==> src/rtl/bmp_pkg.sv <==
package bmp_pkg;

	// Plain vector types
	typedef logic [31:0] addr_t;
	typedef logic [31:0] pix_t;
	typedef logic [11:0] rgb_t;
	typedef logic [11:0] coord_t;
	typedef logic [3:0]  reg_addr_t;

	// Register map, byte offsets
	// CTRL: bit 0 enable, border colour in bits 27:16
	localparam reg_addr_t REG_CTRL = 4'd0;
	localparam reg_addr_t REG_BASE = 4'd4;
	// WIN: width 11:0, height 27:16
	localparam reg_addr_t REG_WIN  = 4'd8;
	// STAT: sticky underrun in bit 0 (write 1 clears), frame count 27:16
	localparam reg_addr_t REG_STAT = 4'd12;

	// Sync placement relative to end of active area
	localparam int HSYNC_OFS = 4;
	localparam int HSYNC_LEN = 8;
	localparam int VSYNC_OFS = 1;
	localparam int VSYNC_LEN = 2;

	// AXI4-Lite, master to slave
	typedef struct packed {
		logic        awvalid;
		reg_addr_t   awaddr;
		logic        wvalid;
		logic [31:0] wdata;
		logic [3:0]  wstrb;
		logic        bready;
		logic        arvalid;
		reg_addr_t   araddr;
		logic        rready;
	} axil_req_t;

	// AXI4-Lite, slave to master
	typedef struct packed {
		logic        awready;
		logic        wready;
		logic        bvalid;
		logic [1:0]  bresp;
		logic        arready;
		logic        rvalid;
		logic [31:0] rdata;
		logic [1:0]  rresp;
	} axil_rsp_t;

	// Read-only memory port
	typedef struct packed {
		logic  cyc;
		logic  stb;
		addr_t adr;
	} mem_req_t;

	typedef struct packed {
		logic ack;
		pix_t dat;
	} mem_rsp_t;

	// Settings handed from the register block to the datapath
	typedef struct packed {
		logic   enable;
		addr_t  base;
		coord_t win_w;
		coord_t win_h;
		rgb_t   border;
	} disp_cfg_t;

endpackage

==> src/rtl/bmp_regs.sv <==
module bmp_regs (
	input  logic               clk40_i,
	input  logic               rst_i,
	input  bmp_pkg::axil_req_t s_axil_i,
	output bmp_pkg::axil_rsp_t s_axil_o,
	input  logic               underrun_i,
	input  logic               frame_start_i,
	output bmp_pkg::disp_cfg_t cfg_o
);
	typedef enum logic [1:0] {W_IDLE, W_ACK, W_RESP} wr_state_t;
	typedef enum logic [1:0] {R_IDLE, R_ACK, R_RESP} rd_state_t;

	wr_state_t       wr_state;
	rd_state_t       rd_state;
	logic            enable_q;
	bmp_pkg::rgb_t   border_q;
	bmp_pkg::addr_t  base_q;
	bmp_pkg::coord_t win_w_q;
	bmp_pkg::coord_t win_h_q;
	logic            underrun_q;
	bmp_pkg::coord_t frame_ctr_q;
	logic [31:0]     rdata_q;
	logic [31:0]     ctrl_cur;
	logic [31:0]     win_cur;
	logic [31:0]     stat_cur;
	logic [31:0]     ctrl_wr;
	logic [31:0]     base_wr;
	logic [31:0]     win_wr;
	logic            wr_fire;

	// Byte-lane merge of new write data into a register word
	function automatic logic [31:0] merge_bytes(input logic [31:0] cur,
			input logic [31:0] wdat, input logic [3:0] strb);
		logic [31:0] res;
		res = cur;
		for (int i = 0; i < 4; i++) begin
			if (strb[i])
				res[8*i +: 8] = wdat[8*i +: 8];
		end
		return res;
	endfunction

	// Current register words as the bus sees them
	assign ctrl_cur = {4'b0, border_q, 15'b0, enable_q};
	assign win_cur  = {4'b0, win_h_q, 4'b0, win_w_q};
	assign stat_cur = {4'b0, frame_ctr_q, 15'b0, underrun_q};

	assign ctrl_wr = merge_bytes(ctrl_cur, s_axil_i.wdata, s_axil_i.wstrb);
	assign base_wr = merge_bytes(base_q, s_axil_i.wdata, s_axil_i.wstrb);
	assign win_wr  = merge_bytes(win_cur, s_axil_i.wdata, s_axil_i.wstrb);

	// Address and data accepted in the W_ACK cycle
	assign wr_fire = (wr_state == W_ACK);

	// Write channel, waits for both valids before accepting
	always_ff @(posedge clk40_i) begin
		if (rst_i) begin
			wr_state <= W_IDLE;
		end else begin
			case (wr_state)
				W_IDLE: if (s_axil_i.awvalid && s_axil_i.wvalid) wr_state <= W_ACK;
				W_ACK:  wr_state <= W_RESP;
				W_RESP: if (s_axil_i.bready) wr_state <= W_IDLE;
				default: wr_state <= W_IDLE;
			endcase
		end
	end

	// Read channel
	always_ff @(posedge clk40_i) begin
		if (rst_i) begin
			rd_state <= R_IDLE;
		end else begin
			case (rd_state)
				R_IDLE: if (s_axil_i.arvalid) rd_state <= R_ACK;
				R_ACK:  rd_state <= R_RESP;
				R_RESP: if (s_axil_i.rready) rd_state <= R_IDLE;
				default: rd_state <= R_IDLE;
			endcase
		end
	end

	// Read data captured on the address handshake
	always_ff @(posedge clk40_i) begin
		if (rd_state == R_ACK) begin
			case (s_axil_i.araddr)
				bmp_pkg::REG_CTRL: rdata_q <= ctrl_cur;
				bmp_pkg::REG_BASE: rdata_q <= base_q;
				bmp_pkg::REG_WIN:  rdata_q <= win_cur;
				bmp_pkg::REG_STAT: rdata_q <= stat_cur;
				default:           rdata_q <= '0;
			endcase
		end
	end

	// Control registers
	always_ff @(posedge clk40_i) begin
		if (rst_i) begin
			enable_q    <= 1'b0;
			border_q    <= '0;
			base_q      <= '0;
			win_w_q     <= '0;
			win_h_q     <= '0;
			underrun_q  <= 1'b0;
			frame_ctr_q <= '0;
		end else begin
			if (wr_fire && s_axil_i.awaddr == bmp_pkg::REG_CTRL) begin
				enable_q <= ctrl_wr[0];
				border_q <= ctrl_wr[27:16];
			end
			if (wr_fire && s_axil_i.awaddr == bmp_pkg::REG_BASE)
				base_q <= base_wr;
			if (wr_fire && s_axil_i.awaddr == bmp_pkg::REG_WIN) begin
				win_w_q <= win_wr[11:0];
				win_h_q <= win_wr[27:16];
			end
			// New underrun wins over a clear in the same cycle
			if (underrun_i)
				underrun_q <= 1'b1;
			else if (wr_fire && s_axil_i.awaddr == bmp_pkg::REG_STAT &&
					s_axil_i.wstrb[0] && s_axil_i.wdata[0])
				underrun_q <= 1'b0;
			// Wraps at 4096
			if (frame_start_i)
				frame_ctr_q <= frame_ctr_q + 1'b1;
		end
	end

	always_comb begin
		s_axil_o.awready = wr_fire;
		s_axil_o.wready  = wr_fire;
		s_axil_o.bvalid  = (wr_state == W_RESP);
		s_axil_o.bresp   = 2'b00;
		s_axil_o.arready = (rd_state == R_ACK);
		s_axil_o.rvalid  = (rd_state == R_RESP);
		s_axil_o.rdata   = rdata_q;
		s_axil_o.rresp   = 2'b00;
	end

	always_comb begin
		cfg_o.enable = enable_q;
		cfg_o.base   = base_q;
		cfg_o.win_w  = win_w_q;
		cfg_o.win_h  = win_h_q;
		cfg_o.border = border_q;
	end

	// Responses held until the master takes them
	a_bvalid_hold: assert property (@(posedge clk40_i) disable iff (rst_i)
		s_axil_o.bvalid && !s_axil_i.bready |=> s_axil_o.bvalid);
	a_rvalid_hold: assert property (@(posedge clk40_i) disable iff (rst_i)
		s_axil_o.rvalid && !s_axil_i.rready |=> s_axil_o.rvalid);

endmodule

==> src/rtl/video_timing.sv <==
module video_timing #(
	parameter int HACT = 32,
	parameter int HTOT = 64,
	parameter int VACT = 12,
	parameter int VTOT = 16
) (
	input  logic            clk40_i,
	input  logic            rst_i,
	input  bmp_pkg::coord_t win_w_i,
	input  bmp_pkg::coord_t win_h_i,
	output bmp_pkg::coord_t hctr_o,
	output bmp_pkg::coord_t vctr_o,
	output logic            frame_start_o,
	output logic            hsync_o,
	output logic            vsync_o,
	output logic            active_o,
	output logic            in_window_o
);
	bmp_pkg::coord_t hctr_q;
	bmp_pkg::coord_t vctr_q;
	logic            h_wrap;
	logic            v_wrap;

	assign h_wrap = (hctr_q == bmp_pkg::coord_t'(HTOT - 1));
	assign v_wrap = (vctr_q == bmp_pkg::coord_t'(VTOT - 1));

	// Dot counter every clock, line counter on dot wrap
	always_ff @(posedge clk40_i) begin
		if (rst_i) begin
			hctr_q <= '0;
			vctr_q <= '0;
		end else if (h_wrap) begin
			hctr_q <= '0;
			vctr_q <= v_wrap ? '0 : vctr_q + 1'b1;
		end else begin
			hctr_q <= hctr_q + 1'b1;
		end
	end

	assign hctr_o = hctr_q;
	assign vctr_o = vctr_q;

	// Frame boundary sits at the first dot of vertical sync
	// so the fetch engine has the remaining blank lines to prefill
	assign frame_start_o = (hctr_q == '0) &&
		(vctr_q == bmp_pkg::coord_t'(VACT + bmp_pkg::VSYNC_OFS));

	// Sync pulses
	assign hsync_o = (hctr_q >= bmp_pkg::coord_t'(HACT + bmp_pkg::HSYNC_OFS)) &&
		(hctr_q < bmp_pkg::coord_t'(HACT + bmp_pkg::HSYNC_OFS + bmp_pkg::HSYNC_LEN));
	assign vsync_o = (vctr_q >= bmp_pkg::coord_t'(VACT + bmp_pkg::VSYNC_OFS)) &&
		(vctr_q < bmp_pkg::coord_t'(VACT + bmp_pkg::VSYNC_OFS + bmp_pkg::VSYNC_LEN));

	assign active_o = (hctr_q < bmp_pkg::coord_t'(HACT)) &&
		(vctr_q < bmp_pkg::coord_t'(VACT));
	// Window anchored at top left of the active area
	assign in_window_o = active_o && (hctr_q < win_w_i) && (vctr_q < win_h_i);

	a_hctr_range: assert property (@(posedge clk40_i) disable iff (rst_i)
		hctr_q < bmp_pkg::coord_t'(HTOT));

endmodule

==> src/rtl/bmp_fetch.sv <==
module bmp_fetch #(
	parameter int FIFO_DEPTH = 16
) (
	input  logic               clk40_i,
	input  logic               rst_i,
	input  bmp_pkg::disp_cfg_t cfg_i,
	input  logic               frame_start_i,
	input  logic               pop_i,
	output bmp_pkg::mem_req_t  m_mem_o,
	input  bmp_pkg::mem_rsp_t  m_mem_i,
	output logic               empty_o,
	output bmp_pkg::pix_t      dat_o
);
	// Depth is a power of two, pointers wrap on their own
	localparam int PW = $clog2(FIFO_DEPTH);

	typedef logic [23:0]   words_t;
	typedef logic [PW-1:0] ptr_t;
	typedef logic [PW:0]   fill_t;
	typedef enum logic [1:0] {F_IDLE, F_REQ, F_DONE} fetch_state_t;

	fetch_state_t   state;
	logic           restart_q;
	bmp_pkg::addr_t snap_base;
	words_t         snap_words;
	bmp_pkg::addr_t adr_q;
	words_t         words_q;
	bmp_pkg::pix_t  fifo_mem [FIFO_DEPTH];
	ptr_t           wr_ptr;
	ptr_t           rd_ptr;
	fill_t          fill_q;
	logic           push;
	logic           pop;
	logic           more;

	// Word from a request issued before a flush is dropped
	assign push = (state == F_REQ) && m_mem_i.ack && !restart_q && !frame_start_i;
	assign pop  = pop_i && (fill_q != '0);
	// Room for one more in flight after this push
	assign more = (words_q > words_t'(1)) && (fill_q < fill_t'(FIFO_DEPTH - 1));

	// Frame snapshot, nothing to fetch while disabled
	always_ff @(posedge clk40_i) begin
		if (frame_start_i) begin
			snap_base  <= cfg_i.base;
			snap_words <= cfg_i.enable ? words_t'(cfg_i.win_w) * words_t'(cfg_i.win_h) : '0;
		end
	end

	// Fetch FSM
	always_ff @(posedge clk40_i) begin
		if (rst_i) begin
			state     <= F_IDLE;
			restart_q <= 1'b0;
			adr_q     <= '0;
			words_q   <= '0;
		end else begin
			case (state)
				F_IDLE: begin
					if (restart_q) begin
						adr_q     <= snap_base;
						words_q   <= snap_words;
						restart_q <= 1'b0;
					end else if (words_q == '0) begin
						state <= F_DONE;
					end else if (fill_q < fill_t'(FIFO_DEPTH)) begin
						state <= F_REQ;
					end
				end
				F_REQ: begin
					// adr held until ack
					if (m_mem_i.ack) begin
						if (push) begin
							adr_q   <= adr_q + 1'b1;
							words_q <= words_q - 1'b1;
						end
						if (!push || !more)
							state <= F_IDLE;
					end
				end
				F_DONE: if (restart_q) state <= F_IDLE;
				default: state <= F_IDLE;
			endcase
			// Last so a new frame always wins over the clear above
			if (frame_start_i)
				restart_q <= 1'b1;
		end
	end

	// FIFO storage
	always_ff @(posedge clk40_i) begin
		if (push)
			fifo_mem[wr_ptr] <= m_mem_i.dat;
	end

	// Pointers and fill level, flushed at each frame
	always_ff @(posedge clk40_i) begin
		if (rst_i || frame_start_i) begin
			wr_ptr <= '0;
			rd_ptr <= '0;
			fill_q <= '0;
		end else begin
			if (push)
				wr_ptr <= wr_ptr + 1'b1;
			if (pop)
				rd_ptr <= rd_ptr + 1'b1;
			fill_q <= fill_q + fill_t'(push) - fill_t'(pop);
		end
	end

	always_comb begin
		m_mem_o.cyc = (state == F_REQ);
		m_mem_o.stb = (state == F_REQ);
		m_mem_o.adr = adr_q;
	end

	assign empty_o = (fill_q == '0);
	assign dat_o   = fifo_mem[rd_ptr];

	a_adr_stable: assert property (@(posedge clk40_i) disable iff (rst_i)
		m_mem_o.stb && !m_mem_i.ack |=> m_mem_o.stb && $stable(m_mem_o.adr));
	a_no_overflow: assert property (@(posedge clk40_i) disable iff (rst_i)
		push |-> fill_q < fill_t'(FIFO_DEPTH));

endmodule

==> src/rtl/bmp_pixel_out.sv <==
module bmp_pixel_out (
	input  logic               clk40_i,
	input  logic               rst_i,
	input  bmp_pkg::disp_cfg_t cfg_i,
	input  logic               active_i,
	input  logic               in_window_i,
	input  logic               hsync_i,
	input  logic               vsync_i,
	input  logic               fifo_empty_i,
	input  bmp_pkg::pix_t      fifo_dat_i,
	output logic               fifo_pop_o,
	output logic               underrun_o,
	output bmp_pkg::rgb_t      rgb_o,
	output logic               hsync_o,
	output logic               vsync_o,
	output logic               blank_o
);
	logic          want_pix;
	bmp_pkg::rgb_t rgb_d;

	// One bitmap word per window dot
	assign want_pix   = cfg_i.enable && in_window_i;
	assign fifo_pop_o = want_pix && !fifo_empty_i;
	assign underrun_o = want_pix && fifo_empty_i;

	// Black in blanking, border on a missing pixel
	always_comb begin
		if (!active_i)
			rgb_d = '0;
		else if (fifo_pop_o)
			rgb_d = {fifo_dat_i[23:20], fifo_dat_i[15:12], fifo_dat_i[7:4]};
		else
			rgb_d = cfg_i.border;
	end

	// All pins registered, one dot behind the counters
	always_ff @(posedge clk40_i) begin
		if (rst_i) begin
			rgb_o   <= '0;
			hsync_o <= 1'b0;
			vsync_o <= 1'b0;
			blank_o <= 1'b1;
		end else begin
			rgb_o   <= rgb_d;
			hsync_o <= hsync_i;
			vsync_o <= vsync_i;
			blank_o <= !active_i;
		end
	end

endmodule

==> src/rtl/bmp_display_top.sv <==
module bmp_display_top #(
	parameter int HACT       = 32,
	parameter int HTOT       = 64,
	parameter int VACT       = 12,
	parameter int VTOT       = 16,
	parameter int FIFO_DEPTH = 16
) (
	input  logic               clk40_i,
	input  logic               rst_i,
	input  bmp_pkg::axil_req_t s_axil_i,
	output bmp_pkg::axil_rsp_t s_axil_o,
	output bmp_pkg::mem_req_t  m_mem_o,
	input  bmp_pkg::mem_rsp_t  m_mem_i,
	output bmp_pkg::rgb_t      rgb_o,
	output logic               hsync_o,
	output logic               vsync_o,
	output logic               blank_o
);
	bmp_pkg::disp_cfg_t cfg;
	logic               frame_start;
	logic               hsync;
	logic               vsync;
	logic               active;
	logic               in_window;
	logic               fifo_empty;
	bmp_pkg::pix_t      fifo_dat;
	logic               fifo_pop;
	logic               underrun;

	// CPU side registers
	bmp_regs u_regs (
		.clk40_i       (clk40_i),
		.rst_i         (rst_i),
		.s_axil_i      (s_axil_i),
		.s_axil_o      (s_axil_o),
		.underrun_i    (underrun),
		.frame_start_i (frame_start),
		.cfg_o         (cfg)
	);

	// Counters left open, only the decoded flags are used here
	video_timing #(
		.HACT (HACT),
		.HTOT (HTOT),
		.VACT (VACT),
		.VTOT (VTOT)
	) u_timing (
		.clk40_i       (clk40_i),
		.rst_i         (rst_i),
		.win_w_i       (cfg.win_w),
		.win_h_i       (cfg.win_h),
		.hctr_o        (),
		.vctr_o        (),
		.frame_start_o (frame_start),
		.hsync_o       (hsync),
		.vsync_o       (vsync),
		.active_o      (active),
		.in_window_o   (in_window)
	);

	// Memory reader and pixel queue
	bmp_fetch #(
		.FIFO_DEPTH (FIFO_DEPTH)
	) u_fetch (
		.clk40_i       (clk40_i),
		.rst_i         (rst_i),
		.cfg_i         (cfg),
		.frame_start_i (frame_start),
		.pop_i         (fifo_pop),
		.m_mem_o       (m_mem_o),
		.m_mem_i       (m_mem_i),
		.empty_o       (fifo_empty),
		.dat_o         (fifo_dat)
	);

	// Video pins
	bmp_pixel_out u_out (
		.clk40_i      (clk40_i),
		.rst_i        (rst_i),
		.cfg_i        (cfg),
		.active_i     (active),
		.in_window_i  (in_window),
		.hsync_i      (hsync),
		.vsync_i      (vsync),
		.fifo_empty_i (fifo_empty),
		.fifo_dat_i   (fifo_dat),
		.fifo_pop_o   (fifo_pop),
		.underrun_o   (underrun),
		.rgb_o        (rgb_o),
		.hsync_o      (hsync_o),
		.vsync_o      (vsync_o),
		.blank_o      (blank_o)
	);

endmodule

==> config.mk <==
export PLATFORM = sky130hd
export DESIGN_NAME = bmp_display_top
export DESIGN_NICKNAME = d
export VERILOG_FILES = /design/src/rtl/bmp_pkg.sv /design/src/rtl/bmp_regs.sv /design/src/rtl/video_timing.sv /design/src/rtl/bmp_fetch.sv /design/src/rtl/bmp_pixel_out.sv /design/src/rtl/bmp_display_top.sv
export SDC_FILE = /design/constraint.sdc
export NUM_CORES = 1
export LEC_CHECK = 0
export BUFFER_PORTS_ARGS = -buffer_cell sky130_fd_sc_hd__buf_2
export CAP_MARGIN = 20
export CORE_AREA = 5 5 243 305
export CTS_BUF_LIST = sky130_fd_sc_hd__clkbuf_4 sky130_fd_sc_hd__clkbuf_8 sky130_fd_sc_hd__clkbuf_16
export CTS_CLUSTER_SIZE = 28
export DETAILED_ROUTE_END_ITERATION = 10
export DIE_AREA = 0 0 248 310
export HOLD_SLACK_MARGIN = 0.12
export MAX_ROUTING_LAYER = met4
export PLACE_DENSITY_LB_ADDON = 0.08
export SLEW_MARGIN = 20
export SYNTH_ARGS = -nofsm -noshare
export SYNTH_HDL_FRONTEND = slang
export SYNTH_HIERARCHICAL = 1
export SYNTH_SLANG_ARGS = --single-unit
==> constraint.sdc <==
create_clock -name clk40_i -period 14.7 [get_ports clk40_i]
set_input_delay 2.205 -clock clk40_i [delete_from_list [all_inputs] [get_ports clk40_i]]
set_output_delay 2.205 -clock clk40_i [all_outputs]
set_load 0.005 [all_outputs]
==> run metrics, run 1 <==
outcome=complete, no violations; Max-slew headroom=27.7%; WL per Instance=approximately 21 um; Iter 0 DRT Violations=1006; ratio of cells with drive above 1 in the final layout=16.5%; Rows=110; Die X=248 um; Die Ht=310 um; fin area=29600 um^2; FMAX=163 MHz; initial antenna violation count=3; total clock buffers created by CTS=53; DP HPWL=51100 um; TritonCTS clock tree=done; # H-tree levels=2; Pre-antenna DRT Iters=5; Clock Pin Slew Worst Setup and Hold Paths=60 ps; routed vias=17700; Max FO, Critical Path=15; Pwr Density=115 nW/um^2; I/O Buffers=149; final setup violation count=0; first-pass GRT wire length=111000 um; RSZ-0062 raised after global routing=false; remaining routing DRC violations=0; Setup Fix Bufs, Post-CTS=0; Sink Count=481; Final Cycle Share=between 40% and 50%; Max Cap Viol=0; setup_tns=0 ps; # hold bufs at CTS=0; clk_lat worst skew=620 ps; Yosys Warn Count=6; mapped cell area=26000 um^2; core area=~71000 um^2; peak supply drop=approximately 0.00009 V; fin nets=about 2700; Routed Antenna Nets=0; Tot Pwr=3.41 mW; die area=between 70000 and 80000 um^2; CP Class=reg2reg; final worst-path setup slack=8550 ps; P_leak=11.4 nW; Layout area overhead=13.7%; post-DR vias/cell=5.20; Max Clock Skew=slightly above 60 ps; hold-critical path depth=0; WP data required=15010 ps; Startpoint Class=flop; Tightest Hold Check Type=reg2reg; Worst EP arrival=6450 ps; Final Hold Viols=0; total gr overflow=0; dpl cell area=27700 um^2; CTS root buffer=clkbuf_16; Pins Over Slew Limit=0; clock tree buffer depth=3; Cells after Synth=2311; Worst-Margin Slew=1080 ps; Syn Area/Cell=11.2 um^2; Total Routed Length=72500 um; crit end category=flop; Initial Util=36.5%; largest net degree at the start of global routing=99; I/O pins=174; crit path time final=6150 ps; Placer Congestion=0.802; vias in the first global route=roughly 18000; pre-CTS setup slack=8550 ps; Layout fillers=6858; total track usage=between 15 and 20%; cell depth of the worst flop-to-flop path=15; cts repair resizes=0; worst hold slack=452 ps
stage by stage:
step,std cells,utilization [%]
after floorplan,2314,-
after global placement,3305,38.9
after detailed placement,3305,38.9
after CTS,3405,41.5
after global routing,3408,41.5
final,3408,41.5
cell type report:
cell class	count	area [um^2]	share of cell area, %
Inverter	194	728	2.46
Timing Repair Buffer	190	1060	3.60
Multi-Input combinational cell	1488	12300	41.6
Antenna cell	3	7.51	0.0254
Clock inverter	29	277	0.935
Tap cell	952	1190	4.03
Clock buffer	71	1560	5.26
Sequential cell	481	12400	42.1
metal layers:
layer  vias up  track usage, %  share of wire (%)
li1       8315               -                  -
met1      8905            23.4                 41
met2       378            33.7                 52
met3       108            2.81                4.3
met4         0            5.01                2.6
met5         -               -                  0
worst paths after layout:
path,startpoint,endpoint,slack (ps)
worst max-delay path,u_regs/win_w_q[6],u_fetch/snap_words[22],8550
worst min-delay path,u_regs/base_q[15],u_fetch/snap_base[15],450
worst max register to register,u_regs/win_w_q[6],u_fetch/snap_words[22],8550
worst min register to register,u_regs/base_q[15],u_fetch/snap_base[15],450
cells in the final DEF (no fill, tap or decap), types with 80 or more instances in the layout:
master,instances
nor2_1,119
and2_1,80
inv_1,193
dfxtp_1,199
a21oi_1,93
edfxtp_1,280
nand2b_1,106
mux2i_1,96
fa_1,101
ha_1,106
buf_2,148
nand2_1,202
state kept, by name (all words and copies together) (netlist names), 2 cells and up, named ones only:
name,count
u_fetch/adr_q,32
u_fetch/fifo_mem,192
u_fetch/fill_q,5
u_fetch/rd_ptr,4
u_fetch/snap_base,32
u_fetch/snap_words,24
u_fetch/state,2
u_fetch/words_q,24
u_fetch/wr_ptr,4
u_out/rgb_o,12
u_regs/base_q,32
u_regs/border_q,12
u_regs/frame_ctr_q,12
u_regs/rd_state,2
u_regs/rdata_q,32
u_regs/win_h_q,12
u_regs/win_w_q,12
u_regs/wr_state,2
u_timing/hctr_o,12
u_timing/vctr_o,12
where the power goes:
| group | leakage, nW | internal, mW | switching, mW | total, mW |
|---|---|---|---|---|
| sequential | 4.06 | 1.47 | 0.0648 | 1.54 |
| clock | 0.909 | 0.816 | 0.563 | 1.38 |
| combinational | 6.40 | 0.176 | 0.318 | 0.494 |
worst max-delay path, cell delays in order (launching register included):
cell       delay (ps)
dfxtp_1           860
and2_1            250
fa_1              440
fa_1              480
fa_1              520
fa_1              540
inv_1              50
fa_1              520
inv_1              40
ha_1              350
a21oi_1           320
nor2_1             70
a2111oi_0         520
o21ai_0           310
a311oi_1          420
mux2i_1           130
Power figures use the tool's default switching activity.
==> run 2: changes to the inputs <==
--- a/config.mk
+++ b/config.mk
@@ -5,13 +5,14 @@
 export SDC_FILE = /design/constraint.sdc
 export NUM_CORES = 1
 export LEC_CHECK = 0
+export ABC_AREA = 1
 export BUFFER_PORTS_ARGS = -buffer_cell sky130_fd_sc_hd__buf_2
 export CAP_MARGIN = 20
-export CORE_AREA = 5 5 243 305
+export CORE_AREA = 5 5 250 312
 export CTS_BUF_LIST = sky130_fd_sc_hd__clkbuf_4 sky130_fd_sc_hd__clkbuf_8 sky130_fd_sc_hd__clkbuf_16
 export CTS_CLUSTER_SIZE = 28
 export DETAILED_ROUTE_END_ITERATION = 10
-export DIE_AREA = 0 0 248 310
+export DIE_AREA = 0 0 255 317
 export HOLD_SLACK_MARGIN = 0.12
 export MAX_ROUTING_LAYER = met4
 export PLACE_DENSITY_LB_ADDON = 0.08
==> constraint.sdc (replaced) <==
create_clock -name clk40_i -period 5.6 [get_ports clk40_i]
set_input_delay 0.84 -clock clk40_i [delete_from_list [all_inputs] [get_ports clk40_i]]
set_output_delay 0.84 -clock clk40_i [all_outputs]
set_load 0.005 [all_outputs]
==> run 2 against run 1 <==
Compared with the run above: first-iteration DRC count up 58%; fmax up 16%; critical path depth rose by 3; setup slack worse by 8200 ps; final cell count grew 26%; largest cell class unchanged.
==> run metrics, run 2 <==
outcome=complete, no violations; Worst R2R End=u_fetch/snap_words[18]; ratio of cells with drive above 1 in the final layout=11.2% (-5.3 points); largest net degree at the start of global routing=114 (+15%); Pins Over Slew Limit=0 (unchanged); reg2reg start=u_regs/win_w_q[5]; WP data required=5960 ps (-9050 ps); setup_tns=0 ps (unchanged); cells along the critical path=buf_4 -> nand2_1 -> inv_1 -> fa_1 -> fa_1 -> fa_1 -> fa_1 -> inv_1 -> fa_1 -> inv_1 -> ha_1 -> nand2_1 -> nor2_1 -> nand3_1 -> nand3_1 -> nand3_1 -> a21oi_1 -> nor2_1; Total Routed Length=80900 um (+12%); total gr overflow=0 (unchanged); Int Pwr=6.23 mW (+150%); Rows=112 (+1.8%); Yosys Warn Count=6 (unchanged); crit end category=flop; commonest non-fill, non-tap cell in the layout=nand2_1; clock tree buffer depth=3 (unchanged); I/O pins=174 (unchanged); WHS Endpoint=u_regs/wr_state[0]; CP dominant cell by count=fa_1; Startpoint Class=flop; Max FO, Critical Path=11 (-4); Max Cap Viol=0 (unchanged); CP Class=reg2reg; max reg flops=192 (unchanged); Layout area overhead=12.1%; Pwr Density=279 nW/um^2 (+140%); CTS root buffer=clkbuf_16; Die X=255 um (+2.8%); leading cell types in the layout, fill and taps excluded=581 x nand2_1, 465 x inv_1, 432 x nor2_1; clk_lat worst skew=640 ps (+20 ps); Max Clock Skew=41.3 ps (-19.4 ps); post-DR vias/cell=4.99 (-4.0%); TritonCTS clock tree=done; CP max-delay cell=dfxtp_1; Tightest Hold Check Type=reg2reg; FMAX=189 MHz (+16%); cell depth of the worst flop-to-flop path=18 (+3); sequential cell fraction of total power=45.5% (+0.4 points); core area=74600 um^2 (+4.8%); Final Hold Viols=0 (unchanged); DP HPWL=59400 um (+16%); Placer Congestion=0.891 (+11%); # H-tree levels=2 (unchanged); hold-critical path depth=1 (+1); Worst-Margin Slew=1020 ps (-68.8 ps); Syn Area/Cell=8.60 um^2 (-24%); final setup violation count=0 (unchanged); mapped cell area=27400 um^2 (+5.6%); remaining routing DRC violations=0 (unchanged); Routed Antenna Nets=0 (unchanged); Clock Pin Slew Worst Setup and Hold Paths=60 ps (about the same); Iter 0 DRT Violations=1588 (+58%); I/O Buffers=149 (unchanged); die area=80800 um^2 (+5.1%); total track usage=20.2% (+0.95 points); total clock buffers created by CTS=52 (-1.9%); NetSw=2.35 mW (+150%); Sink Count=481 (unchanged); first-pass GRT wire length=123000 um (+11%); initial antenna violation count=16 (+13); Worst EP arrival=5640 ps (-810 ps); Cells after Synth=3191 (+38%); pre-CTS setup slack=411 ps (-8140 ps); Pre-antenna DRT Iters=6 (+1); P_leak=12.7 nW (+12%); critical path's largest stage delay=710 ps (-150 ps); Max-slew headroom=32.2% (+4.6 points); WL per Instance=18.8 um (-12%); hold wc startpoint=u_regs/wr_state[1]; vias in the first global route=21000 (+16%); Final Cycle Share=94.4% (+53 points); RSZ-0062 raised after global routing=false; fin nets=3570 (+32%); Die Ht=317 um (+2.3%); Tot Pwr=8.58 mW (+150%); routed vias=21500 (+21%); r2r setup slk=320 ps (-8240 ps); Initial Util=36.8% (+0.28 points); crit path time final=5280 ps (-862 ps); peak supply drop=0.000215 V (+140%); Gate power share=12.3% (-2.2 points); final worst-path setup slack=315 ps (-8240 ps); clock share of power=42.3% (+1.8 points); Layout Utilization=41.3% (-0.27 points); Biggest register=u_fetch/fifo_mem; sw frac=27.4% (-0.29 points)
## run 2: layer usage
metal | global-route usage [%] | wire length [um] | up-vias
li1 | - | - | 10600
met1 | 26.2 | 35600 | 10300
met2 | 33.1 | 38800 | 518
met3 | 3.13 | 4280 | 101
met4 | 5.46 | 2140 | 0
met5 | - | 0 | -
## run 2: cell type report
type,count,area (um^2)
antenna,12,30.0
clock buffer,58,1350
clock inverter,39,457
fill,7555,43800
inverter,485,1830
multi-input combinational,2047,12200
sequential,481,12400
tap,969,1210
timing repair buffer,212,1240
## run 2: how the worst max path moves through the flow
stage | to | startpoint | cells past startpoint
final | u_fetch/snap_words[18] | u_regs/win_w_q[5] | 18
after global routing | u_fetch/snap_words[20] | u_regs/win_w_q[5] | 18
after CTS | u_fetch/snap_words[20] | u_regs/win_w_q[3] | 17
after detailed placement | u_fetch/snap_words[20] | u_regs/win_h_q[7] | 17
after global placement | u_fetch/snap_words[16] | u_regs/win_h_q[7] | 19
after floorplan | u_fetch/snap_words[20] | u_regs/win_w_q[0] | 18
## run 2: critical path, delay by kind of cell, from the launching register on
| kind | cells | cell delay (ps) |
|---|---|---|
| AOI/OAI and AO/OA | 1 | 170 |
| adders and majority gates | 6 | 2860 |
| buffers and inverters | 4 | 430 |
| DFF | 1 | 710 |
| and+or+nand+nor | 7 | 830 |
## run 2: metrics by stage
| step | std cells | area [um^2] | hold slack (ps) |
|---|---|---|---|
| floorplan | 3194 | 27500 | 399 |
| global placement | 4193 | 28900 | 404 |
| detailed placement | 4193 | 28900 | 414 |
| CTS | 4290 | 30700 | 408 |
| global route | 4301 | 30800 | 417 |
| finish | 4303 | 30800 | 421 |
## run 2: what timing repair did
| item | CTS | global route |
|---|---|---|
| setup buffers | 0 | 0 |
| endpoints found under the setup margin | 0 | 2 |
| hold buffers | 0 | 0 |
| gates resized for setup | 0 | 1 |
## run 2: power groups by stage
stage / combinational [mW] / clock [mW] / sequential [mW]
final: 1.05 / 3.63 / 3.90
after global routing: 1.18 / 3.88 / 3.91
after CTS: 1.05 / 3.73 / 3.90
after detailed placement: 1.05 / 0 / 3.98
after global placement: 1.04 / 0 / 3.98
after floorplan: 0.752 / 0 / 3.95
==> run 3: changes to the inputs <==
--- a/config.mk
+++ b/config.mk
@@ -8,15 +8,14 @@
 export ABC_AREA = 1
 export BUFFER_PORTS_ARGS = -buffer_cell sky130_fd_sc_hd__buf_2
 export CAP_MARGIN = 20
-export CORE_AREA = 5 5 250 312
+export CORE_AREA = 5 5 333 416
 export CTS_BUF_LIST = sky130_fd_sc_hd__clkbuf_4 sky130_fd_sc_hd__clkbuf_8 sky130_fd_sc_hd__clkbuf_16
 export CTS_CLUSTER_SIZE = 28
 export DETAILED_ROUTE_END_ITERATION = 10
-export DIE_AREA = 0 0 255 317
+export DIE_AREA = 0 0 338 421
 export HOLD_SLACK_MARGIN = 0.12
 export MAX_ROUTING_LAYER = met4
 export PLACE_DENSITY_LB_ADDON = 0.08
-export SLEW_MARGIN = 20
 export SYNTH_ARGS = -nofsm -noshare
 export SYNTH_HDL_FRONTEND = slang
 export SYNTH_HIERARCHICAL = 1
==> run 3 against run 2 <==
Compared with the run above: final cell count up 18%; register-to-register slack better by 70 ps; design area up 4.2%; non-clock buffer count rose by 7; via count down 0.68%; critical path type unchanged; highest routed layer unchanged.
==> run metrics, run 3 (synthesis results as in run 2) <==
peak supply drop=0.000238 V (+11%); Pre-antenna DRT Iters=5 (-1); Worst R2R End=u_fetch/snap_words[20]; setup_tns=0 ps (unchanged); Worst-Margin Slew=1020 ps (+5.34 ps); Startpoint Class=flop; commonest non-fill, non-tap cell in the layout=nand2_1; delay-heaviest family, CP=adder cells; largest net degree at the start of global routing=66 (-42%); Initial Util=20.5% (-16 points); reg2reg start=u_regs/win_h_q[10]; Total Routed Length=97400 um (+20%); Max FO, Critical Path=8 (-3); Final Cycle Share=93.1% (-1.2 points); Max Clock Skew=43.8 ps (+2.49 ps); first-pass GRT wire length=143000 um (+16%); crit end category=flop; WP buf/inv=5 (+1); WP data required=5990 ps (+30 ps); remaining routing DRC violations=0 (unchanged); Die Ht=421 um (+33%); hold-critical path depth=3 (+2); total clock buffers created by CTS=58 (+12%); pre-CTS setup slack=332 ps (-78.7 ps); WHS Endpoint=u_regs/rd_state[0]; total gr overflow=0 (unchanged); top sig layer=met4; # H-tree levels=2 (unchanged); leading cell types in the layout, fill and taps excluded=581 x nand2_1, 465 x inv_1, 428 x nor2_1; cell depth of the worst flop-to-flop path=18 (unchanged); P_leak=12.9 nW (+1.4%); crit path time final=5220 ps (-68.4 ps); Die X=338 um (+33%); Clock Pin Slew Worst Setup and Hold Paths=60 ps (about the same); Layout area overhead=16.8%; initial antenna violation count=16 (unchanged); r2r setup slk=380 ps (+70 ps); Pins Over Slew Limit=0 (unchanged); routed vias=21300 (-0.68%); CP Class=reg2reg; FMAX=192 MHz (+1.3%); cts repair resizes=0 (unchanged); Max-slew headroom=31.9% (-0.33 points); CP dominant cell by count=fa_1; met3 wire len=3250 um (-24%); RSZ-0062 raised after global routing=false; Setup Fix Bufs, Post-CTS=0 (unchanged); Tightest Hold Check Type=in2reg; clk_lat worst skew=670 ps (+30 ps); Iter 0 DRT Violations=1138 (-28%); I/O pins=174 (unchanged); post-DR vias/cell=4.18 (-16%); core area=134000 um^2 (+79%); max reg flops=192 (unchanged); WL met2=46500 um (+20%); CTS root buffer=clkbuf_16; total track usage=13.7% (-6.4 points); Sink Count=481 (unchanged); Worst EP arrival=5610 ps (-30 ps); Pwr Density=284 nW/um^2 (+1.8%); cells along the critical path=buf_4 -> nand2_1 -> inv_1 -> fa_1 -> fa_1 -> fa_1 -> fa_1 -> inv_1 -> fa_1 -> inv_1 -> ha_1 -> nand2_1 -> inv_1 -> a21oi_1 -> o21a_1 -> nand3_1 -> nand2_1 -> nor2_1; Final Hold Viols=0 (unchanged); final worst-path setup slack=384 ps (+68.4 ps); TritonCTS clock tree=done; Rows=150 (+34%); met1 wire length=45800 um (+28%); DP HPWL=71700 um (+21%); Routed Antenna Nets=0 (unchanged); I/O Buffers=149 (unchanged); fin nets=3583 (+0.36%); hold wc startpoint=s_axil_i[5]; final setup violation count=0 (unchanged); critical path's largest stage delay=640 ps (-70 ps); vias in the first global route=21400 (+1.7%); Placer Congestion=0.793 (-11%); clock tree buffer depth=3 (unchanged); Biggest register=u_fetch/fifo_mem; die area=142000 um^2 (+76%); ratio of cells with drive above 1 in the final layout=11.9% (+0.74 points); CP max-delay cell=dfxtp_1; Max Cap Viol=0 (unchanged); # hold bufs at CTS=0 (unchanged); WL per Instance=19.1 um (+1.7%); outcome=complete, no violations
-- run 3: stage by stage --
| step | area (um^2) | cells | hold WS, ps | power, mW | utilization [%] |
|---|---|---|---|---|---|
| finish | 32100 | 5098 | 410 | 9.10 | 24.0 |
| detailed placement | 29900 | 4980 | 426 | 5.10 | 22.4 |
| global placement | 29900 | 4980 | 421 | 5.11 | 22.4 |
| global route | 32000 | 5095 | 371 | 9.56 | 24.0 |
| CTS | 32000 | 5090 | 337 | 9.31 | 24.0 |
| floorplan | 27500 | 3194 | 399 | 4.70 | - |
-- run 3: layer usage --
layer	up-vias	track usage [%]
li1	10600	-
met1	10300	18.3
met2	347	22.5
met3	98	1.66
met4	0	3.02
met5	-	-
-- run 3: layout make-up --
class,count,area [um^2]
Fill cell,14700,102000
Sequential cell,481,12400
Multi-Input combinational cell,2047,12200
Tap cell,1748,2190
Clock buffer,90,1840
Inverter,485,1830
Timing Repair Buffer,219,1270
Clock inverter,20,250
Antenna cell,8,20.0
-- run 3: where the power goes --
group	leakage (nW)	internal (mW)	total, mW	switching [mW]
logic	7.57	0.323	1.09	0.769
clock network	1.04	2.41	4.10	1.68
registers	4.29	3.81	3.91	0.0934
-- run 3: how the worst max path moves through the flow --
stage / depth (start not counted) / slack (ps) / start / to
floorplan: 18 / 780 / u_regs/win_w_q[0] / u_fetch/snap_words[20]
global placement: 20 / 310 / u_regs/win_h_q[10] / u_fetch/snap_words[23]
detailed placement: 20 / 330 / u_regs/win_h_q[10] / u_fetch/snap_words[23]
CTS: 20 / 280 / u_regs/win_h_q[10] / u_fetch/snap_words[23]
global route: 19 / 20 / u_regs/win_h_q[10] / u_fetch/snap_words[21]
finish: 18 / 380 / u_regs/win_h_q[10] / u_fetch/snap_words[20]
-- run 3: worst reg2reg max path, delay by kind of cell, from the launching register on --
family                   cells  cell delay [ps]
adder cells (fa/ha/maj)      6             2940
flip-flops                   1              640
buffers and inverters        5              520
AO/OA/AOI/OAI                2              430
AND/OR/NAND/NOR              5              410
